==> src/uart_rx_pkg.sv <==
// Shared types for the serial byte receiver with the data byte, the push struct and the FSM phases
`default_nettype none

package uart_rx_pkg;

	// one received data byte
	typedef logic [7:0] byte_t; // 8 data bits of an 8N1 frame

	// byte handed from the bit sampler to the byte buffer
	typedef struct packed
	{
		byte_t data; // assembled byte, LSB received first
		logic strobe; // high for exactly one cycle per byte
	} rx_push_t; // 9 bits in total

	// phases of the bit sampler FSM
	typedef enum logic [1:0]
	{
		phase_idle = 2'd0, // line high, waiting for a start bit
		phase_start = 2'd1, // half-bit wait to the start bit centre
		phase_data = 2'd2, // sampling the 8 data bits
		phase_stop = 2'd3 // waiting for the stop bit centre
	} rx_phase_e;

	// in phase_idle the baud timer is held and RTS may follow the buffer
	// level, in every other phase the timer runs and RTS is frozen

endpackage : uart_rx_pkg

`default_nettype wire

==> src/uart_bit_sampler.sv <==
// RS232 bit sampler that synchronises the receive line, assembles 8N1 bytes and drives RTS
`timescale 1ns/1ns
`default_nettype none

module uart_bit_sampler
	import uart_rx_pkg::*;
#(
	parameter int CLOCK_FREQ = 50_000_000, // clock frequency in Hz
	parameter int BAUD_RATE = 115_200 // line rate in bits per second
)
(
	input wire clock,
	input wire resetn, // asynchronous and active low
	input wire rxd_pin, // from the TXD pin of the sender
	input wire almost_full, // buffer is close to full
	output logic rtsn_pin, // to the CTSn pin of the sender
	output rx_push_t push // byte plus one-cycle strobe toward the buffer
);

	localparam int CLKS_PER_BIT = CLOCK_FREQ / BAUD_RATE; // clocks in one bit time
	localparam int CLKS_HALF = CLKS_PER_BIT / 2; // clocks in half a bit time
	localparam int BAUD_W = $clog2(CLKS_PER_BIT); // width of the baud timer

	typedef logic [BAUD_W-1:0] baud_cnt_t; // baud timer value
	typedef logic [2:0] bit_idx_t; // index of the data bit being sampled

	// the timer counts down to zero, a load of N gives a tick N+1 cycles later
	localparam baud_cnt_t FULL_LOAD = baud_cnt_t'(CLKS_PER_BIT - 1); // one bit time
	localparam baud_cnt_t HALF_LOAD = baud_cnt_t'(CLKS_HALF - 2); // minus the sync delay

	if (CLKS_PER_BIT < 4)
	begin : g_rate_check
		$error("uart_bit_sampler needs at least 4 clocks per bit");
	end

	logic rxd_meta; // first synchroniser stage
	logic rxd_sync; // second stage, safe to use in the FSM
	rx_phase_e phase; // receiver FSM state
	baud_cnt_t baud_cnt; // down-counting baud timer
	logic baud_tick; // one cycle at every bit centre
	bit_idx_t bit_idx; // data bit counter
	logic last_bit; // sampling data bit 7 in this cycle
	byte_t shift_q; // data shift register
	logic strobe_q; // registered byte strobe

	// two flops against metastability on the asynchronous pin
	always_ff @(posedge clock or negedge resetn)
	begin
		if (!resetn)
		begin
			rxd_meta <= 1'b1; // idle line level
			rxd_sync <= 1'b1;
		end
		else
		begin
			rxd_meta <= rxd_pin;
			rxd_sync <= rxd_meta;
		end
	end

	assign baud_tick = (phase != phase_idle) && (baud_cnt == '0); // timer expired
	assign last_bit = (phase == phase_data) && (bit_idx == 3'd7); // MSB of the byte

	// baud timer held at the half-bit count while idle, so the first tick lands
	// in the middle of the start bit and every later tick one bit time on
	always_ff @(posedge clock or negedge resetn)
	begin
		if (!resetn)
			baud_cnt <= FULL_LOAD;
		else if (phase == phase_idle)
			baud_cnt <= HALF_LOAD; // armed for the next start edge
		else if (baud_tick)
			baud_cnt <= FULL_LOAD; // next bit centre
		else
			baud_cnt <= baud_cnt - 1'b1;
	end

	// receiver FSM
	always_ff @(posedge clock or negedge resetn)
	begin
		if (!resetn)
			phase <= phase_idle;
		else
		begin
			case (phase)
			phase_idle:
				if (!rxd_sync)
					phase <= phase_start; // falling edge of the start bit
			phase_start:
				if (baud_tick)
					phase <= phase_data; // start bit centre reached
			phase_data:
				if (baud_tick && last_bit)
					phase <= phase_stop; // all 8 bits are in
			phase_stop:
				if (baud_tick)
					phase <= phase_idle; // stop bit centre, line is high again
			default:
				phase <= phase_idle;
			endcase
		end
	end

	// data bit counter
	always_ff @(posedge clock or negedge resetn)
	begin
		if (!resetn)
			bit_idx <= '0;
		else if (phase == phase_start)
			bit_idx <= '0; // fresh frame
		else if (phase == phase_data && baud_tick)
			bit_idx <= bit_idx + 3'd1; // wraps to 0 after bit 7
	end

	// LSB arrives first, so new bits enter at the top
	always_ff @(posedge clock)
	begin
		if (phase == phase_data && baud_tick)
			shift_q <= {rxd_sync, shift_q[7:1]};
	end

	// strobe in the cycle after the bit 7 sample, when shift_q holds the byte
	always_ff @(posedge clock or negedge resetn)
	begin
		if (!resetn)
			strobe_q <= 1'b0;
		else
			strobe_q <= baud_tick && last_bit;
	end

	assign push = '{data: shift_q, strobe: strobe_q};

	// RTS only follows the buffer between frames, so it never toggles mid-frame
	always_ff @(posedge clock or negedge resetn)
	begin
		if (!resetn)
			rtsn_pin <= 1'b0; // sending allowed
		else if (phase == phase_idle)
			rtsn_pin <= almost_full;
	end

	a_strobe_single: assert property (@(posedge clock) disable iff (!resetn)
		push.strobe |=> !push.strobe)
		else $error("uart_bit_sampler: strobe high on two cycles in a row");

	a_start_on_low: assert property (@(posedge clock) disable iff (!resetn)
		(phase == phase_idle) && rxd_sync |=> (phase == phase_idle))
		else $error("uart_bit_sampler: frame started on a high line");

endmodule : uart_bit_sampler

`default_nettype wire

==> src/rx_byte_fifo.sv <==
// Byte buffer with push input, valid/ready output, fill level, almost-full and sticky overflow
`timescale 1ns/1ns
`default_nettype none

module rx_byte_fifo
	import uart_rx_pkg::*;
#(
	parameter int DEPTH_LOG2 = 4 // depth is 2**DEPTH_LOG2 bytes
)
(
	input wire clock,
	input wire resetn, // asynchronous and active low
	input wire rx_push_t push, // byte and write strobe from the sampler
	output byte_t data, // head of the buffer
	output logic valid, // data holds a byte
	input wire ready, // consumer takes the byte
	output logic almost_full, // two or fewer places left
	output logic overflow // a byte was dropped since reset
);

	localparam int DEPTH = 1 << DEPTH_LOG2; // number of byte places

	typedef logic [DEPTH_LOG2-1:0] addr_t; // memory address
	typedef logic [DEPTH_LOG2:0] ptr_t; // address plus wrap bit
	typedef logic [DEPTH_LOG2:0] level_t; // 0 to DEPTH inclusive

	localparam level_t AFULL_LEVEL = level_t'(DEPTH - 2); // room for bytes in flight
	localparam level_t FULL_LEVEL = level_t'(DEPTH);

	if (DEPTH_LOG2 < 2)
	begin : g_depth_check
		$error("rx_byte_fifo needs a depth of at least 4");
	end

	byte_t mem [DEPTH]; // circular byte storage
	ptr_t wr_ptr; // next place to write
	ptr_t rd_ptr; // place of the head byte
	addr_t wr_addr;
	addr_t rd_addr;
	level_t level; // bytes held
	level_t level_next; // bytes held after this edge
	logic empty;
	logic full;
	logic wr_en; // byte accepted
	logic rd_en; // byte handed out

	assign wr_addr = wr_ptr[DEPTH_LOG2-1:0];
	assign rd_addr = rd_ptr[DEPTH_LOG2-1:0];

	// equal pointers mean empty, equal addresses with different wrap bits mean full
	assign empty = (wr_ptr == rd_ptr);
	assign full = (wr_addr == rd_addr) && (wr_ptr[DEPTH_LOG2] != rd_ptr[DEPTH_LOG2]);

	assign wr_en = push.strobe && !full; // full buffer drops the byte
	assign rd_en = valid && ready; // stream transfer

	assign valid = !empty;
	assign data = mem[rd_addr]; // only changes on a pop

	// storage written on the strobe edge
	always_ff @(posedge clock)
	begin
		if (wr_en)
			mem[wr_addr] <= push.data;
	end

	// pointers
	always_ff @(posedge clock or negedge resetn)
	begin
		if (!resetn)
		begin
			wr_ptr <= '0;
			rd_ptr <= '0;
		end
		else
		begin
			if (wr_en)
				wr_ptr <= wr_ptr + 1'b1;
			if (rd_en)
				rd_ptr <= rd_ptr + 1'b1;
		end
	end

	// fill level for the current write and pop
	always_comb
	begin
		case ({wr_en, rd_en})
		2'b10:
			level_next = level + 1'b1; // write only
		2'b01:
			level_next = level - 1'b1; // pop only
		default:
			level_next = level; // both or neither
		endcase
	end

	always_ff @(posedge clock or negedge resetn)
	begin
		if (!resetn)
			level <= '0;
		else
			level <= level_next;
	end

	// almost-full in step with the level, low after reset so RTS allows sending
	always_ff @(posedge clock or negedge resetn)
	begin
		if (!resetn)
			almost_full <= 1'b0;
		else
			almost_full <= (level_next >= AFULL_LEVEL);
	end

	// sticky until reset
	always_ff @(posedge clock or negedge resetn)
	begin
		if (!resetn)
			overflow <= 1'b0;
		else if (push.strobe && full)
			overflow <= 1'b1; // byte lost
	end

	a_level_bound: assert property (@(posedge clock) disable iff (!resetn)
		level <= FULL_LEVEL)
		else $error("rx_byte_fifo: fill level above depth");

	a_hold_stable: assert property (@(posedge clock) disable iff (!resetn)
		valid && !ready |=> valid && $stable(data))
		else $error("rx_byte_fifo: data changed while stalled");

endmodule : rx_byte_fifo

`default_nettype wire

==> src/uart_stream_rx.sv <==
// RS232 receiver top that turns the serial line into a buffered valid/ready byte stream
`timescale 1ns/1ns
`default_nettype none

module uart_stream_rx
	import uart_rx_pkg::*;
#(
	parameter int CLOCK_FREQ = 50_000_000, // clock frequency in Hz
	parameter int BAUD_RATE = 115_200, // line rate in bits per second
	parameter int DEPTH_LOG2 = 4 // buffer holds 2**DEPTH_LOG2 bytes
)
(
	input wire clock,
	input wire resetn, // asynchronous and active low
	input wire rxd_pin, // from the TXD pin of the sender
	output logic rtsn_pin, // to the CTSn pin of the sender
	output byte_t data, // stream byte
	output logic valid, // stream byte present
	input wire ready, // stream consumer accepts
	output logic overflow // sticky lost-byte flag
);

	rx_push_t push; // byte from the sampler into the buffer
	logic almost_full; // buffer level back to the sampler for RTS

	// serial side
	// the sampler freezes RTS during a frame, so it rises at the next idle line
	uart_bit_sampler #(
		.CLOCK_FREQ(CLOCK_FREQ),
		.BAUD_RATE(BAUD_RATE)
	) u_sampler (
		.clock(clock),
		.resetn(resetn),
		.rxd_pin(rxd_pin),
		.almost_full(almost_full),
		.rtsn_pin(rtsn_pin),
		.push(push)
	);

	// stream side
	// two spare places take the bytes a sender still has in flight once RTS rises
	rx_byte_fifo #(
		.DEPTH_LOG2(DEPTH_LOG2)
	) u_fifo (
		.clock(clock),
		.resetn(resetn),
		.push(push),
		.data(data),
		.valid(valid),
		.ready(ready),
		.almost_full(almost_full),
		.overflow(overflow)
	);

endmodule : uart_stream_rx

`default_nettype wire

==> config.mk <==
export PLATFORM = sky130hd
export DESIGN_NAME = uart_stream_rx
export DESIGN_NICKNAME = d
export VERILOG_FILES = /design/src/uart_rx_pkg.sv /design/src/uart_bit_sampler.sv /design/src/rx_byte_fifo.sv /design/src/uart_stream_rx.sv
export SDC_FILE = /design/constraint.sdc
export NUM_CORES = 1
export LEC_CHECK = 0
export ABC_AREA = 1
export BUFFER_PORTS_ARGS = -buffer_cell sky130_fd_sc_hd__buf_4
export CORE_MARGIN = 2
export CORE_UTILIZATION = 55
export CTS_CLUSTER_DIAMETER = 80
export DETAILED_ROUTE_END_ITERATION = 12
export PLACE_DENSITY = 0.72
export SLEW_MARGIN = 30
export SYNTH_ARGS = -nofsm -noshare
export SYNTH_HDL_FRONTEND = slang
export SYNTH_SLANG_ARGS = --single-unit
==> constraint.sdc <==
create_clock -name clock -period 2.2 [get_ports clock]
set_input_delay 0.66 -clock clock [delete_from_list [all_inputs] [get_ports clock]]
set_output_delay 0.66 -clock clock [all_outputs]
set_load 0.05 [all_outputs]
==> impl_metrics.env, run 1 <==
export IMPL_die_y_um=118.7
export IMPL_initial_core_util=0.5689
export IMPL_clock_sinks=171
export IMPL_grt_first_pass_wirelength_um=26620
export IMPL_syn_area_um2=7238
export IMPL_path_max_fanout=16
export IMPL_avgSynthCellArea_um2=11.71
export IMPL_fin_crit_sh=1.211
export IMPL_cts_buffers=17
export IMPL_power_density_nw_per_um2=705.6
export IMPL_htree_levels=4
export IMPL_syn_to_final_growth_pct=22.82
export IMPL_r2r_start="u_fifo.rd_ptr[0]"
export IMPL_synth_net_count=639
export IMPL_slew_viol_final=0
export IMPL_nNetsFinal=699
export IMPL_cap_violations=0
export IMPL_core_um2=12720
export IMPL_die_width_um=118.7
export IMPL_seq_area_frac_synth=0.6864
export IMPL_maxSlewHeadroom=0.4758
export IMPL_worstPathArrival_ps=2000
export IMPL_fin_skew_ps=7.538
export IMPL_antenna_left=0
export IMPL_placed_area_um2=7908
export IMPL_fin_area_um2=8890
export IMPL_crit_start="u_fifo.rd_ptr[0]"
export IMPL_globalplace_congestion=0.8372
export IMPL_grt_max_degree=36
export IMPL_setup_ws_ps=-464.7
export IMPL_ys_types=36
export IMPL_remaining_drc_errors=0
export IMPL_clock_latency_ps=430
export IMPL_yosys_warnings=0
export IMPL_io_buffer_count=14
export IMPL_tightest_slew_ps=786.3
export IMPL_ys_async_sr_fraction=0.2047
export IMPL_drt_pass1_iter_count=5
export IMPL_synth_edf_count=136
export IMPL_die_area_um2=14090
export IMPL_post_drt_wl_per_cell_um=19.93
export IMPL_fmax_mhz=375.3
export IMPL_first_iter_violations=624
export IMPL_finalSetupViolations=12
export IMPL_ir_worst_vdd_mv=0.5297
export IMPL_via_per_inst=5.875
export IMPL_ys_flop_type="edfxtp_1"
export IMPL_vias=5064
export IMPL_grt_antenna_before_repair=0
export IMPL_clk_pin_slew_ps=60
export IMPL_reg2reg_depth=16
export IMPL_cts_tree="built"
export IMPL_synthesis_instances=618
export IMPL_status="finished with violations"
export IMPL_violations="negative setup slack"
export IMPL_start_kind="register"
export IMPL_dp_hpwl_um=10170
export IMPL_mostFrequentLayoutCells="136 x edfxtp_1, 88 x nand2_1, 85 x nor2_1, 56 x o21ai_0, 38 x buf_4"
export IMPL_rsz0062_at_grt="yes"
export IMPL_grt_pass1_vias=4864
export IMPL_period_needed_ps=2665
export IMPL_crit_path_end_kind="output port"
export IMPL_drt_total_wl_um=17180
export IMPL_hold_violations=0
export IMPL_worst_setup_path_type="register to output port"
export IMPL_drive_gt1_frac=0.2145
export IMPL_row_count=41
export IMPL_ys_seq_elements=171
export IMPL_min_path_type="input pin to async pin"
export IMPL_track_usage=0.2540
export IMPL_clk_path_buf_depth=2
export IMPL_cts_root_buffer_cell="clkbuf_16"
export IMPL_mostFrequentLayoutCell="edfxtp_1"
export IMPL_grt_overflow_total=0
export IMPL_power_w=0.006273
export IMPL_ios=15
export IMPL_diodes=0
export IMPL_leakagePower_nw=3.505
export IMPL_required_ps=1540
## path summary, 6_finish.rpt
path	slack, ps	endpoint
worst max register to register	-260	u_fifo.almost_full
worst max-delay path	-460	data[5]
max in group asynchronous	1670	u_sampler.baud_cnt[0]
worst min register to register	370	u_sampler.rxd_sync
min in group clock	340	u_sampler.rxd_meta
worst min-delay path	180	u_fifo.level[2]
## per-layer routing
layer,routed length (um),vias to the layer above,part of all wire,global-route usage
met1,6899,2489,0.40,0.3476
met4,390,0,0.023,0.08259
met3,1377,40,0.080,0.05695
met2,8514,246,0.50,0.4066
li1,-,2289,-,-
met5,0,-,0,0
## cell type report
class                   instances  area (um^2)
inverters                      36        140.1
flip-flops and latches        171         4970
clock inverters                12        116.4
fillers                       877         3832
well taps                     172        215.2
clock buffers                  19        432.9
repair buffers                 66        753.2
multi-input cells             386         2262
## synthesized netlist by cell type (all sizes together) (2+ instances only)
cell / n / area, um^2
dfrtp: 28 / 700.7
nand3: 33 / 170.2
clkbuf: 12 / 45.04
xor2: 9 / 86.34
dfstp: 7 / 183.9
nor3: 15 / 75.07
nand2: 90 / 347.8
inv: 33 / 123.9
nor2: 99 / 384.1
nand3b: 2 / 18.77
o21ai: 73 / 365.4
clkinv: 3 / 11.26
a21oi: 3 / 15.01
edfxtp: 136 / 4084
xnor2: 7 / 61.31
buf: 13 / 82.57
ha: 16 / 200.2
o211ai: 16 / 120.1
o22ai: 16 / 100.1
## state kept, by name, summed over array words and instances, names as in the netlist, 2 cells and up
name,cells
u_sampler.phase,2
u_fifo.wr_ptr,5
u_fifo.level,5
u_fifo.mem,128
u_sampler.bit_idx,3
u_sampler.shift_q,8
u_fifo.rd_ptr,5
u_sampler.baud_cnt,9
## report_power, final
part	switching, W	internal, W	total (W)
Clock	0.00124	0.00157	0.00280
Combinational	0.0000132	0.00000355	0.0000167
Sequential	0.000000930	0.00345	0.00345
Total	0.00125	0.00502	0.00627
## per-stage QoR
step	hold WS [ps]	utilization	setup TNS [ps]	instances	worst slack, ps
global placement	346.1	0.6188	-2590	820	-133.5
finish	184.1	0.6988	-4359	862	-464.7
global route	205.1	0.6988	-6020	862	-549.8
detailed placement	357.5	0.6216	-598.5	820	-168.2
floorplan	345.2	-	-609.1	618	-244.0
CTS	186.4	0.6870	-4071	861	-429.9
## logic make-up (layout without fill, tap and decap cells)
logic type / Yosys count / after routing / synth area share
adder cells (fa/ha/maj): 17 / 17 / 0.03042
XOR/XNOR: 16 / 16 / 0.02040
AND/OR/NAND/NOR: 242 / 242 / 0.1402
AO/OA/AOI/OAI: 110 / 110 / 0.08488
multiplexers: 1 / 1 / 0.001383
flip-flops: 171 / 171 / 0.6864
buffers and inverters: 61 / 133 / 0.03630
## critical path: stages, from the launching register on
cell and delay (ps):
dfrtp_2 450, buf_6 160, buf_16 160, o21ai_0 290
o22ai_1 150, nand2_1 80, nand3_1 110, buf_6 170
## repair_timing
item,4_1_cts,5_1_grt
hold buffers,0,0
pin swaps,15,20
gates cloned,4,1
setup endpoints to repair,12,91
setup buffers,6,0
gates resized for setup,41,35
Power figures use the tool's default switching activity.
==> run 2: changes to the inputs <==
Settings changed: RECOVER_POWER from default to 100.
==> run 2 against run 1 <==
Clock skew barely moved. Largest power group unchanged. Cell area barely moved. First-iteration DRC count rose by 1.6%. Clock power barely moved. Critical endpoint unchanged. The flow finishes with violations (max-capacitance violations, max-slew violations, negative setup slack).
==> impl_metrics.env, run 2 (synthesis gave the netlist of run 1 again) <==
export IMPL_final_util=0.6983
export IMPL_drt_total_wl_um=17220
export IMPL_clk_pin_slew_ps=60
export IMPL_crit_path_end_kind="output port"
export IMPL_io_buffer_count=14
export IMPL_maxSlewHeadroom=-0.2594
export IMPL_post_drt_wl_per_cell_um=19.97
export IMPL_grt_first_pass_wirelength_um=26620
export IMPL_drt_pass1_iter_count=5
export IMPL_mostFrequentLayoutCell="edfxtp_1"
export IMPL_grt_util_met3=0.05695
export IMPL_grt_max_degree=36
export IMPL_p_sw_w=0.001252
export IMPL_required_ps=1540
export IMPL_post_place_ws_ps=-168.2
export IMPL_htree_levels=4
export IMPL_status="finished with violations"
export IMPL_diodes=0
export IMPL_via_per_inst=5.862
export IMPL_ir_worst_vdd_mv=0.5296
export IMPL_fmax_mhz=376.7
export IMPL_rsz0062_at_grt="yes"
export IMPL_tightest_slew_ps=1889
export IMPL_mostFrequentLayoutCells="136 x edfxtp_1, 88 x nand2_1, 86 x nor2_1, 56 x o21ai_0, 36 x buf_4"
export IMPL_nNetsFinal=699
export IMPL_core_um2=12720
export IMPL_path_max_fanout=16
export IMPL_internal_power_w=0.005021
export IMPL_fin_crit_sh=1.207
export IMPL_clock_latency_ps=430
export IMPL_antenna_left=0
export IMPL_initial_core_util=0.5689
export IMPL_setup_tns_ps=-4328
export IMPL_grt_overflow_total=0
export IMPL_syn_to_final_growth_pct=22.73
export IMPL_busiest_layer="met2"
export IMPL_first_iter_violations=634
export IMPL_worst_setup_path_type="register to output port"
export IMPL_die_area_um2=14090
export IMPL_grt_pass1_vias=4864
export IMPL_ios=15
export IMPL_top_register="u_fifo.mem"
export IMPL_row_count=41
export IMPL_fin_skew_ps=7.713
export IMPL_clk_path_buf_depth=2
export IMPL_track_usage=0.2540
export IMPL_remaining_drc_errors=0
export IMPL_drive_gt1_frac=0.2101
export IMPL_p_clk_frac=0.447
export IMPL_leakagePower_nw=3.501
export IMPL_reg_top3="u_fifo.mem (128), u_sampler.baud_cnt (9), u_sampler.shift_q (8)"
export IMPL_switching_share=0.1996
export IMPL_vias=5053
export IMPL_power_density_nw_per_um2=706.2
export IMPL_use_met2=0.4066
export IMPL_die_y_um=118.7
export IMPL_worstPathArrival_ps=1990
export IMPL_cts_tree="built"
export IMPL_die_width_um=118.7
export IMPL_slew_viol_final=36
export IMPL_finalSetupViolations=12
export IMPL_dp_hpwl_um=10170
export IMPL_min_path_type="input pin to register"
export IMPL_power_frac_comb=0.003
export IMPL_clock_sinks=171
export IMPL_cts_root_buffer_cell="clkbuf_16"
export IMPL_grt_antenna_before_repair=0
export IMPL_use_met1=0.3476
export IMPL_cts_buffers=17
export IMPL_globalplace_congestion=0.8372
export IMPL_start_kind="register"
export IMPL_hold_violations=0
export IMPL_violations="max-capacitance violations, max-slew violations, negative setup slack"
export IMPL_period_needed_ps=2654
export IMPL_pwr_share_seq=0.550
export IMPL_cap_violations=1
export IMPL_setup_ws_ps=-454.3
export IMPL_largest_reg_flops=128
[run 2: path summary, 6_finish.rpt]
path	from	end	slack (ps)	depth (start not counted)
setup / recovery	u_fifo.rd_ptr[0]	data[5]	-450	7
hold / removal	rxd_pin	u_sampler.rxd_meta	340	1
setup reg to reg	u_fifo.rd_ptr[0]	u_fifo.almost_full	-260	16
hold reg to reg	u_sampler.rxd_meta	u_sampler.rxd_sync	370	0
max in group asynchronous	resetn	u_fifo.rd_ptr[0]	230	1
min in group asynchronous	resetn	u_fifo.level[2]	750	1
[run 2: power groups by stage]
stage          clock network, W  registers, W     logic, W
2_1_floorplan                 0       0.00352  0.000000119
3_3_place_gp                  0       0.00352    0.0000173
3_5_place_dp                  0       0.00352    0.0000179
4_1_cts                 0.00282       0.00345    0.0000178
5_1_grt                 0.00298       0.00345    0.0000190
6_report                0.00280       0.00345    0.0000157
[run 2: timing repair]
action / 4_1_cts / 5_1_grt
buffers inserted: 6 / 0
resized for setup: 41 / 35
hold buffers: 0 / 0
cloned: 4 / 1
setup endpoints to repair: 12 / 91
pin swaps: 15 / 20
[run 2: metal layers]
layer,part of all wire,up-vias,wire [um]
li1,-,2292,-
met1,0.41,2491,6982
met2,0.49,228,8504
met3,0.077,42,1324
met4,0.023,0,404
met5,0,-,0
[run 2: per-stage QoR]
stage | power [W] | instance area (um^2) | std cells | hold slack [ps]
5_1_grt | 0.006455 | 8884 | 862 | 318.1
3_3_place_gp | 0.003538 | 7873 | 820 | 346.1
3_5_place_dp | 0.003539 | 7908 | 820 | 357.5
4_1_cts | 0.006293 | 8740 | 861 | 186.4
6_report | 0.006273 | 8884 | 862 | 342.6
2_1_floorplan | 0.003521 | 7283 | 618 | 345.2
[run 2: worst max-delay path, cell delays in order (launching register included)]
cell and delay, ps:
dfrtp_2 450, buf_6 160, buf_16 160, o21ai_0 290, o22ai_1 150, nand2_1 80
nand3_1 110, buf_6 170
[run 2: final cells by class]
cell class / count / area (um^2)
fill: 877 / 3839
inverter: 36 / 140.1
sequential: 171 / 4970
multi-input combinational: 386 / 2260
tap: 172 / 215.2
timing repair buffer: 66 / 749.5
clock buffer: 19 / 432.9
clock inverter: 12 / 116.4
